## src/board_pins_pkg.sv

```systemverilog
package board_pins_pkg;

  // header size and peripheral counts
  localparam int NUM_PINS = 31;
  localparam int NUM_UART = 4;   // mode-2 bank
  localparam int NUM_I2C  = 3;   // mode-2 bank
  localparam int NUM_SPI  = 3;   // mode-3 bank

  // first pin of each alternate-function block
  localparam int UART_BASE_PIN = 1;   // tx on base+2k, rx on base+2k+1
  localparam int I2C_BASE_PIN  = 9;   // scl on base+2j, sda on base+2j+1
  localparam int SPI_BASE_PIN  = 3;   // mosi, sck, cs_n, miso every 4 pins
  localparam int I2C3_SCL_PIN  = 1;   // fourth I2C sits in the SPI bank
  localparam int I2C3_SDA_PIN  = 2;

  typedef enum logic [1:0] {
    MODE_GPIO = 2'd0,
    MODE_PWM  = 2'd1,
    MODE_ALT2 = 2'd2,   // uart and i2c bank
    MODE_ALT3 = 2'd3    // spi and i2c3 bank
  } pin_mode_e;

  typedef logic [NUM_PINS-1:0] pin_vec_t;

  typedef struct packed {
    logic [NUM_UART-1:0] uart_tx;
    logic [NUM_I2C-1:0]  scl_o;
    logic [NUM_I2C-1:0]  sda_o;
    logic [NUM_I2C-1:0]  scl_en;   // active high drive enable
    logic [NUM_I2C-1:0]  sda_en;
  } alt2_out_t;

  typedef struct packed {
    logic [NUM_UART-1:0] uart_rx;
    logic [NUM_I2C-1:0]  scl_i;
    logic [NUM_I2C-1:0]  sda_i;
  } alt2_in_t;

  typedef struct packed {
    logic [NUM_SPI-1:0] mosi;
    logic [NUM_SPI-1:0] sck;
    logic [NUM_SPI-1:0] cs_n;
    logic               i2c3_scl_o;
    logic               i2c3_sda_o;
    logic               i2c3_scl_en;
    logic               i2c3_sda_en;
  } alt3_out_t;

  typedef struct packed {
    logic [NUM_SPI-1:0] miso;
    logic               i2c3_scl_i;
    logic               i2c3_sda_i;
  } alt3_in_t;

  // plain spi flash master
  typedef struct packed {
    logic sck;
    logic cs_n;
    logic mosi;
  } spi_flash_t;

  // qspi master with one dataoe bit per io line
  typedef struct packed {
    logic       dclk;
    logic       ncs;
    logic       oe_n;
    logic [3:0] dataout;
    logic [3:0] dataoe;
  } qspi_t;

endpackage

```

## src/pio_cfg_pkg.sv

```systemverilog
package pio_cfg_pkg;

  // cycles the reset is held after the synchronizer releases
  localparam int RESET_STRETCH = 32;

  localparam int PIN_IDX_W = 5;   // enough for 31 pins

  // top bit of every configuration word
  typedef enum logic {
    CFG_MODE = 1'b0,
    CFG_GPIO = 1'b1
  } cfg_kind_e;

  // sets the 2-bit mode of one pin
  typedef struct packed {
    cfg_kind_e                 kind;
    logic [PIN_IDX_W-1:0]      pin;
    board_pins_pkg::pin_mode_e mode;
    logic [7:0]                pad;
  } cfg_mode_cmd_t;

  // sets direction and output level of one pin
  typedef struct packed {
    cfg_kind_e            kind;
    logic [PIN_IDX_W-1:0] pin;
    logic                 dir;   // 1 drives the pin
    logic                 out;
    logic [7:0]           pad;
  } cfg_gpio_cmd_t;

  // one 16-bit host word read as either command
  typedef union packed {
    cfg_mode_cmd_t mode_cmd;
    cfg_gpio_cmd_t gpio_cmd;
  } cfg_word_u;

endpackage

```

## src/reset_stretch.sv

```systemverilog
`timescale 1ns/1ps

module reset_stretch
(
  input  logic wMEM_CLK,
  input  logic arst_n_i,
  output logic sys_rst_n_o
);

  import pio_cfg_pkg::*;

  localparam int CNT_W = $clog2(RESET_STRETCH + 1);

  logic [1:0]       sync_q;   // two-stage release synchronizer
  logic [CNT_W-1:0] cnt_q;

  always_ff @(posedge wMEM_CLK or negedge arst_n_i)
  begin
    if (!arst_n_i)
    begin
      sync_q <= '0;
      cnt_q  <= '0;
    end
    else
    begin
      sync_q <= {sync_q[0], 1'b1};
      if (sync_q[1] && (cnt_q != CNT_W'(RESET_STRETCH)))
        cnt_q <= cnt_q + 1'b1;   // saturates at the stretch length
    end
  end

  assign sys_rst_n_o = (cnt_q == CNT_W'(RESET_STRETCH));

endmodule

```

## src/pio_cfg_regs.sv

```systemverilog
`timescale 1ns/1ps

module pio_cfg_regs
(
  input  logic                      wMEM_CLK,
  input  logic                      arst_n_i,
  input  logic                      sys_rst_n_i,
  input  logic                      cfg_req_i,
  input  pio_cfg_pkg::cfg_word_u    cfg_word_i,
  output logic                      cfg_ack_o,
  output board_pins_pkg::pin_mode_e pin_mode_o [board_pins_pkg::NUM_PINS],
  output board_pins_pkg::pin_vec_t  pin_dir_o,
  output board_pins_pkg::pin_vec_t  gpio_out_o
);

  import board_pins_pkg::*;
  import pio_cfg_pkg::*;

  logic      ack_q;
  pin_mode_e mode_q [NUM_PINS];
  pin_vec_t  dir_q;
  pin_vec_t  out_q;
  logic      idx_ok;
  logic      take;

  // pin field sits at the same place in both commands
  assign idx_ok = (int'(cfg_word_i.mode_cmd.pin) < NUM_PINS);

  assign take = cfg_req_i && !ack_q;   // new request not yet acked

  always_ff @(posedge wMEM_CLK or negedge arst_n_i)
  begin
    if (!arst_n_i)
    begin
      ack_q  <= 1'b0;
      mode_q <= '{default: MODE_GPIO};
      dir_q  <= '0;
      out_q  <= '0;
    end
    else if (!sys_rst_n_i)
    begin
      // held in reset until the stretched reset releases
      ack_q  <= 1'b0;
      mode_q <= '{default: MODE_GPIO};
      dir_q  <= '0;
      out_q  <= '0;
    end
    else if (take)
    begin
      ack_q <= 1'b1;
      if (idx_ok)   // out of range index is acked and dropped
      begin
        if (cfg_word_i.mode_cmd.kind == CFG_MODE)
        begin
          mode_q[cfg_word_i.mode_cmd.pin] <= cfg_word_i.mode_cmd.mode;
        end
        else
        begin
          dir_q[cfg_word_i.gpio_cmd.pin] <= cfg_word_i.gpio_cmd.dir;
          out_q[cfg_word_i.gpio_cmd.pin] <= cfg_word_i.gpio_cmd.out;
        end
      end
    end
    else if (!cfg_req_i && ack_q)
    begin
      ack_q <= 1'b0;   // phase 4 once the host drops req
    end
  end

  assign cfg_ack_o  = ack_q;
  assign pin_mode_o = mode_q;
  assign pin_dir_o  = dir_q;
  assign gpio_out_o = out_q;

endmodule

```

## src/header_pin_mux.sv

```systemverilog
`timescale 1ns/1ps

module header_pin_mux
(
  input  board_pins_pkg::pin_mode_e pin_mode_i [board_pins_pkg::NUM_PINS],
  input  board_pins_pkg::pin_vec_t  pin_dir_i,
  input  board_pins_pkg::pin_vec_t  gpio_out_i,
  input  board_pins_pkg::pin_vec_t  pwm_i,
  input  board_pins_pkg::alt2_out_t alt2_out_i,
  input  board_pins_pkg::alt3_out_t alt3_out_i,
  input  board_pins_pkg::pin_vec_t  pin_in_i,
  output board_pins_pkg::pin_vec_t  pin_out_o,
  output board_pins_pkg::pin_vec_t  pin_oe_o,
  output board_pins_pkg::alt2_in_t  alt2_in_o,
  output board_pins_pkg::alt3_in_t  alt3_in_o
);

  import board_pins_pkg::*;

  pin_vec_t a2_out;   // bank maps spread over the header
  pin_vec_t a2_oe;
  pin_vec_t a3_out;
  pin_vec_t a3_oe;

  // mode-2 bank of uart and i2c
  always_comb
  begin
    a2_out = '0;
    a2_oe  = '0;
    for (int k = 0; k < NUM_UART; k++)
    begin
      a2_out[UART_BASE_PIN + 2*k] = alt2_out_i.uart_tx[k];
      a2_oe[UART_BASE_PIN + 2*k]  = 1'b1;   // rx pin stays released
    end
    for (int j = 0; j < NUM_I2C; j++)
    begin
      a2_out[I2C_BASE_PIN + 2*j]     = alt2_out_i.scl_o[j];
      a2_oe[I2C_BASE_PIN + 2*j]      = alt2_out_i.scl_en[j];
      a2_out[I2C_BASE_PIN + 2*j + 1] = alt2_out_i.sda_o[j];
      a2_oe[I2C_BASE_PIN + 2*j + 1]  = alt2_out_i.sda_en[j];
    end
  end

  // mode-3 bank of spi and i2c3
  always_comb
  begin
    a3_out = '0;
    a3_oe  = '0;
    for (int j = 0; j < NUM_SPI; j++)
    begin
      a3_out[SPI_BASE_PIN + 4*j]     = alt3_out_i.mosi[j];
      a3_out[SPI_BASE_PIN + 4*j + 1] = alt3_out_i.sck[j];
      a3_out[SPI_BASE_PIN + 4*j + 2] = alt3_out_i.cs_n[j];
      a3_oe[SPI_BASE_PIN + 4*j]      = 1'b1;
      a3_oe[SPI_BASE_PIN + 4*j + 1]  = 1'b1;
      a3_oe[SPI_BASE_PIN + 4*j + 2]  = 1'b1;   // miso at +3 never driven
    end
    a3_out[I2C3_SCL_PIN] = alt3_out_i.i2c3_scl_o;
    a3_oe[I2C3_SCL_PIN]  = alt3_out_i.i2c3_scl_en;
    a3_out[I2C3_SDA_PIN] = alt3_out_i.i2c3_sda_o;
    a3_oe[I2C3_SDA_PIN]  = alt3_out_i.i2c3_sda_en;
  end

  // per-pin selection with the enable of each pin
  always_comb
  begin
    for (int i = 0; i < NUM_PINS; i++)
    begin
      case (pin_mode_i[i])
        MODE_GPIO:
        begin
          pin_out_o[i] = gpio_out_i[i];
          pin_oe_o[i]  = pin_dir_i[i];
        end
        MODE_PWM:
        begin
          pin_out_o[i] = pwm_i[i];
          pin_oe_o[i]  = 1'b1;
        end
        MODE_ALT2:
        begin
          pin_out_o[i] = a2_out[i];
          pin_oe_o[i]  = a2_oe[i];
        end
        default:
        begin
          pin_out_o[i] = a3_out[i];
          pin_oe_o[i]  = a3_oe[i];
        end
      endcase
    end
  end

  // inputs are routed back whatever the mode
  always_comb
  begin
    for (int k = 0; k < NUM_UART; k++)
      alt2_in_o.uart_rx[k] = pin_in_i[UART_BASE_PIN + 2*k + 1];
    for (int j = 0; j < NUM_I2C; j++)
    begin
      alt2_in_o.scl_i[j] = pin_in_i[I2C_BASE_PIN + 2*j];
      alt2_in_o.sda_i[j] = pin_in_i[I2C_BASE_PIN + 2*j + 1];
    end
    for (int j = 0; j < NUM_SPI; j++)
      alt3_in_o.miso[j] = pin_in_i[SPI_BASE_PIN + 4*j + 3];
    alt3_in_o.i2c3_scl_i = pin_in_i[I2C3_SCL_PIN];
    alt3_in_o.i2c3_sda_i = pin_in_i[I2C3_SDA_PIN];
  end

endmodule

```

## src/flash_pin_share.sv

```systemverilog
`timescale 1ns/1ps

module flash_pin_share
(
  input  board_pins_pkg::spi_flash_t spi_flash_i,
  input  board_pins_pkg::qspi_t      qspi_i,
  input  logic [3:0]                 flash_io_i,
  output logic                       flash_sck_o,
  output logic                       flash_cs_n_o,
  output logic [3:0]                 flash_io_o,
  output logic [3:0]                 flash_io_oe_o,
  output logic [3:0]                 qspi_datain_o,
  output logic                       spi_miso_o
);

  logic       qspi_act;
  logic       spi_sel;
  logic [3:0] spi_out;
  logic [3:0] spi_oe;

  assign qspi_act = !qspi_i.ncs && !qspi_i.oe_n;
  assign spi_sel  = !spi_flash_i.cs_n;

  assign flash_cs_n_o = qspi_i.ncs & spi_flash_i.cs_n;   // either master selects

  // spi clock wins while its chip select is low
  assign flash_sck_o = spi_sel  ? spi_flash_i.sck :
                       qspi_act ? qspi_i.dclk     : 1'b0;

  // spi drives mosi on io0, holds wp and hold high, leaves io1 as miso
  assign spi_out = {1'b1, 1'b1, 1'b0, spi_flash_i.mosi};
  assign spi_oe  = {spi_sel, spi_sel, 1'b0, spi_sel};

  always_comb
  begin
    for (int k = 0; k < 4; k++)
    begin
      if (qspi_act && qspi_i.dataoe[k])
      begin
        flash_io_o[k]    = qspi_i.dataout[k];
        flash_io_oe_o[k] = 1'b1;
      end
      else
      begin
        flash_io_o[k]    = spi_out[k];
        flash_io_oe_o[k] = spi_oe[k];
      end
    end
  end

  assign qspi_datain_o = flash_io_i;
  assign spi_miso_o    = flash_io_i[1];

endmodule

```

## src/pio_bridge_top.sv

```systemverilog
`timescale 1ns/1ps

module pio_bridge_top
(
  input  logic                       wMEM_CLK,
  input  logic                       arst_n_i,
  input  logic                       cfg_req_i,
  input  pio_cfg_pkg::cfg_word_u     cfg_word_i,
  output logic                       cfg_ack_o,
  input  board_pins_pkg::pin_vec_t   pwm_i,
  input  board_pins_pkg::alt2_out_t  alt2_out_i,
  input  board_pins_pkg::alt3_out_t  alt3_out_i,
  input  board_pins_pkg::pin_vec_t   pin_in_i,
  output board_pins_pkg::pin_vec_t   pin_out_o,
  output board_pins_pkg::pin_vec_t   pin_oe_o,
  output board_pins_pkg::alt2_in_t   alt2_in_o,
  output board_pins_pkg::alt3_in_t   alt3_in_o,
  input  board_pins_pkg::spi_flash_t spi_flash_i,
  input  board_pins_pkg::qspi_t      qspi_i,
  input  logic [3:0]                 flash_io_i,
  output logic                       flash_sck_o,
  output logic                       flash_cs_n_o,
  output logic [3:0]                 flash_io_o,
  output logic [3:0]                 flash_io_oe_o,
  output logic [3:0]                 qspi_datain_o,
  output logic                       spi_miso_o
);

  import board_pins_pkg::*;

  logic      sys_rst_n;
  pin_mode_e pin_mode [NUM_PINS];
  pin_vec_t  pin_dir;
  pin_vec_t  gpio_out;

  reset_stretch u_reset_stretch (
    .wMEM_CLK    (wMEM_CLK),
    .arst_n_i    (arst_n_i),
    .sys_rst_n_o (sys_rst_n)
  );

  pio_cfg_regs u_pio_cfg_regs (
    .wMEM_CLK    (wMEM_CLK),
    .arst_n_i    (arst_n_i),
    .sys_rst_n_i (sys_rst_n),
    .cfg_req_i   (cfg_req_i),
    .cfg_word_i  (cfg_word_i),
    .cfg_ack_o   (cfg_ack_o),
    .pin_mode_o  (pin_mode),
    .pin_dir_o   (pin_dir),
    .gpio_out_o  (gpio_out)
  );

  header_pin_mux u_header_pin_mux (
    .pin_mode_i (pin_mode),
    .pin_dir_i  (pin_dir),
    .gpio_out_i (gpio_out),
    .pwm_i      (pwm_i),
    .alt2_out_i (alt2_out_i),
    .alt3_out_i (alt3_out_i),
    .pin_in_i   (pin_in_i),
    .pin_out_o  (pin_out_o),
    .pin_oe_o   (pin_oe_o),
    .alt2_in_o  (alt2_in_o),
    .alt3_in_o  (alt3_in_o)
  );

  flash_pin_share u_flash_pin_share (
    .spi_flash_i   (spi_flash_i),
    .qspi_i        (qspi_i),
    .flash_io_i    (flash_io_i),
    .flash_sck_o   (flash_sck_o),
    .flash_cs_n_o  (flash_cs_n_o),
    .flash_io_o    (flash_io_o),
    .flash_io_oe_o (flash_io_oe_o),
    .qspi_datain_o (qspi_datain_o),
    .spi_miso_o    (spi_miso_o)
  );

endmodule

```

## config.mk

```make
export PLATFORM = sky130hd
export DESIGN_NAME = pio_bridge_top
export DESIGN_NICKNAME = d
export VERILOG_FILES = /design/src/board_pins_pkg.sv /design/src/pio_cfg_pkg.sv /design/src/reset_stretch.sv /design/src/pio_cfg_regs.sv /design/src/header_pin_mux.sv /design/src/flash_pin_share.sv /design/src/pio_bridge_top.sv
export SDC_FILE = /design/constraint.sdc
export NUM_CORES = 1
export LEC_CHECK = 0
export BUFFER_PORTS_ARGS = -buffer_cell sky130_fd_sc_hd__buf_2
export CORE_UTILIZATION = 25
export DETAILED_ROUTE_END_ITERATION = 16
export GPL_TIMING_DRIVEN = 0
export MAX_ROUTING_LAYER = met4
export PLACE_DENSITY = 0.55
export SYNTH_ARGS = -nofsm -noshare
export SYNTH_HDL_FRONTEND = slang
export SYNTH_SLANG_ARGS = --single-unit
```

## constraint.sdc

```tcl
create_clock -name wMEM_CLK -period 2 [get_ports wMEM_CLK]
set_clock_uncertainty 0.1 [all_clocks]
set_input_delay 0 -clock wMEM_CLK [delete_from_list [all_inputs] [get_ports wMEM_CLK]]
set_output_delay 0 -clock wMEM_CLK [all_outputs]
set_load 0.05 [all_outputs]
```

==> flow_metrics.env <==
export IMPL_status="finished, final reports clean"
export IMPL_hold_worst_slack_ns=0.0178
export IMPL_slew_limit_headroom_pct=44.8
export IMPL_detail_route_wl_per_cell_um=17.6
export IMPL_core_rowCount=62
export IMPL_peakVddDrop_mv=0.582
export IMPL_htreeDepth=4
export IMPL_timing_reg2reg_setup_slack_ns=0.09
export IMPL_synth_area_per_cell_um2=10.3
export IMPL_busiest_layer="met2"
export IMPL_critPathArrivalTime_ns=2.11
export IMPL_hp_start="cfg_word_i[13]"
export IMPL_diodes=0
export IMPL_timing_rr_end="u_pio_cfg_regs.pin_mode_o[57]"
export IMPL_clk_pin_slew_ns=0.06
export IMPL_nets=1040
export IMPL_leakage_nw=5.18
export IMPL_slew_violations=0
export IMPL_final_setup_viol_count=0
export IMPL_nFillCells=2977
export IMPL_fp_coreArea_um2=28600
export IMPL_io_buffers=174
export IMPL_hpwl_mm=16.2
export IMPL_critPathKind="reg -> reg"
export IMPL_overflow=0
export IMPL_grtUsageMet1_pct=21.2
export IMPL_use_met2_pct=26.8
export IMPL_drive_gt1_share_pct=32.1
export IMPL_dieHeight_um=172
export IMPL_synth_edf_count=0
export IMPL_drc=0
export IMPL_worst_path_max_fanout=9
export IMPL_worst_pin_slew_ns=0.823
export IMPL_timing_fmax_mhz=522
export IMPL_critPathRequiredTime_ns=2.20
export IMPL_fin_crit_sh_pct=95.7
export IMPL_gp_routability_congestion=0.762
export IMPL_cts_tree="done"
export IMPL_hold_violations=0
export IMPL_endpoint_kind="flip-flop"
export IMPL_r2r_start="u_pio_cfg_regs.cfg_ack_o"
export IMPL_ys_flop_type="dfrtp_1"
export IMPL_cts_root_buf="clkbuf_16"
export IMPL_grt_use_total_pct=16.5
export IMPL_yosysSeqAreaShare_pct=45.8
export IMPL_hold_path_end="u_pio_cfg_regs.pin_mode_o[47]"
export IMPL_grt_pass1_wl_mm=35.1
export IMPL_cts_sinks=133
export IMPL_drtIter0Drc=360
export IMPL_synth_fp_nets=842
export IMPL_first_pass_iters=7
export IMPL_synth_top_area_share_pct=45.8
export IMPL_areaGrowthSynthToFinish_pct=28.7
export IMPL_ys_warn_count=0
export IMPL_die_w_um=172
export IMPL_grt_max_degree=69
export IMPL_total_power_mw=7.67
export IMPL_ys_types=43
export IMPL_p_per_area_nw_per_um2=820
export IMPL_synth_area_leaders="dfrtp_1 (46%), mux2i_1 (21%), nand3_1 (8.8%)"
export IMPL_finalNonFillerCells=1302
export IMPL_io_pin_count=221
export IMPL_clock_latency_ns=0.43
export IMPL_routed_wl_mm=22.9
export IMPL_synth_seq_cells=133
export IMPL_cts_buffers=17
export IMPL_die_area_um2=29700
export IMPL_start_util_pct=25.4
export IMPL_ff2ff_path_depth=6
export IMPL_async_flop_share_pct=100
export IMPL_hp_class="in -> reg"
export IMPL_start_kind="flip-flop"
export IMPL_period_needed_ns=1.91
export IMPL_clockBufferDepth=2
export IMPL_antenna_found_initial=0
export IMPL_postRouteAntennaNets=0
export IMPL_max_cap_viol_count=0
export IMPL_dpl_cell_count=1266
export IMPL_setup_slack_ns=0.0850
export IMPL_holdPathStages=4
export IMPL_yosys_area_top_type="dfrtp_1"
export IMPL_pre_cts_ws_ns=-0.196
export IMPL_met3_usage_pct=2.70
export IMPL_netlist_area_um2=7270
export IMPL_route_vias_total=5984
export IMPL_synth_cells=707
export IMPL_first_global_vias=6118
export IMPL_viasPerCell=4.60
[critical path, cell delays in order (launching register included)]
cell and delay (ns):
dfrtp_1 0.40, inv_1 0.06, ha_1 0.30, nor4bb_1 0.32
clkbuf_4 0.31, nand2_1 0.13, mux2i_1 0.17
[kinds of logic after synthesis]
kind of cell / after synthesis / share of synthesized area (%)
and+or+nand+nor: 300 / 20.6
muxes: 158 / 23.0
DFF: 133 / 45.8
buffers and inverters: 83 / 6.89
AOI/OAI and AO/OA: 21 / 1.91
adders and majority gates: 7 / 1.21
xor gates and xnor gates: 4 / 0.482
other: 1 / 0.0516
[synthesized netlist by cell type, drive strengths merged, types with 2 or more instances]
master	count
a211o	4
nand3	130
nor3	4
buf	65
ha	7
dfrtp	133
xnor2	3
nand4	2
nor4bb	3
nor3b	4
nor2	57
mux2	2
mux4	7
nand3b	2
nor2b	5
o21ai	9
and3b	3
and2	2
nand2	72
nand2b	3
inv	9
a21oi	3
a21o	3
or3	3
or2	2
mux2i	149
and4b	3
clkbuf	9
and3	2
[per-layer routing]
metal,routed length [um],vias to the layer above
li1,-,2843
met2,10900,188
met3,1290,18
met1,10400,2935
met4,272,0
met5,0,-
[through the flow]
| step | util [%] | setup TNS [ns] | instance area, um^2 |
|---|---|---|---|
| finish | 32.7 | 0 | 9350 |
| global route | 32.7 | -0.0282 | 9350 |
| CTS | 32.6 | 0 | 9340 |
| detailed placement | 30.2 | -5.07 | 8650 |
| global placement | 30.1 | -158.27 | 8620 |
| floorplan | - | 0 | 7270 |
[sequential cells by signal, indices dropped and copies added, names as in the netlist]
name / count
u_pio_cfg_regs.gpio_out_o: 31
u_pio_cfg_regs.pin_mode_o: 62
u_pio_cfg_regs.cfg_ack_o: 1
u_reset_stretch.sync_q: 2
u_pio_cfg_regs.pin_dir_o: 31
u_reset_stretch.cnt_q: 6
[area by class of cell]
| cell class | instances | area [um^2] | area share (%) |
|---|---|---|---|
| Multi-Input combinational cell | 491 | 3440 | 36.8 |
| Clock buffer | 24 | 512 | 5.47 |
| Tap cell | 384 | 480 | 5.14 |
| Clock inverter | 8 | 119 | 1.27 |
| Sequential cell | 133 | 3330 | 35.6 |
| Buffer | 72 | 467 | 4.99 |
| Timing Repair Buffer | 181 | 972 | 10.4 |
| Inverter | 9 | 33.8 | 0.361 |
[where the power goes]
group	internal [mW]	total, mW	switching [mW]	leakage [nW]
registers	2.75	2.83	0.0787	1.84
logic	0.439	1.48	1.04	3.02
clock network	2.15	3.35	1.20	0.316
total	5.35	7.67	2.32	5.18
[layout by cell type (no fill, tap or decap), drive strengths merged, types with 4 or more instances in the layout]
cell / count
inv: 9
nand2: 72
nor2: 57
mux2i: 149
nor3b: 4
ha: 7
clkinv: 5
nand3: 130
o21ai: 9
dlygate4sd3: 4
nor2b: 5
buf: 240
nor3: 4
mux4: 7
dfrtp: 133
a211o: 4
clkbuf: 33
[what timing repair did]
item / CTS / global route
endpoints found under the hold margin: 75 / 0
endpoints found under the setup margin: 44 / 65
hold buffers: 4 / 0
resized for setup: 0 / 6
buffers inserted: 2 / 0
[worst max-delay path by stage]
stage / end / startpoint / cells past startpoint / slack [ns]
5_1_grt: u_pio_cfg_regs.pin_mode_o[59] / u_pio_cfg_regs.cfg_ack_o / 6 / -0.02
3_5_place_dp: u_pio_cfg_regs.pin_mode_o[21] / u_pio_cfg_regs.cfg_ack_o / 5 / -0.20
2_1_floorplan: pin_oe_o[1] / u_pio_cfg_regs.pin_mode_o[58] / 4 / 0.08
4_1_cts: u_pio_cfg_regs.pin_dir_o[27] / u_pio_cfg_regs.cfg_ack_o / 5 / 0.04
6_report: u_pio_cfg_regs.pin_mode_o[57] / u_pio_cfg_regs.cfg_ack_o / 6 / 0.09
3_3_place_gp: u_pio_cfg_regs.pin_mode_o[25] / arst_n_i / 1 / -1.17
No activity file was read; power rests on OpenSTA's default activity.
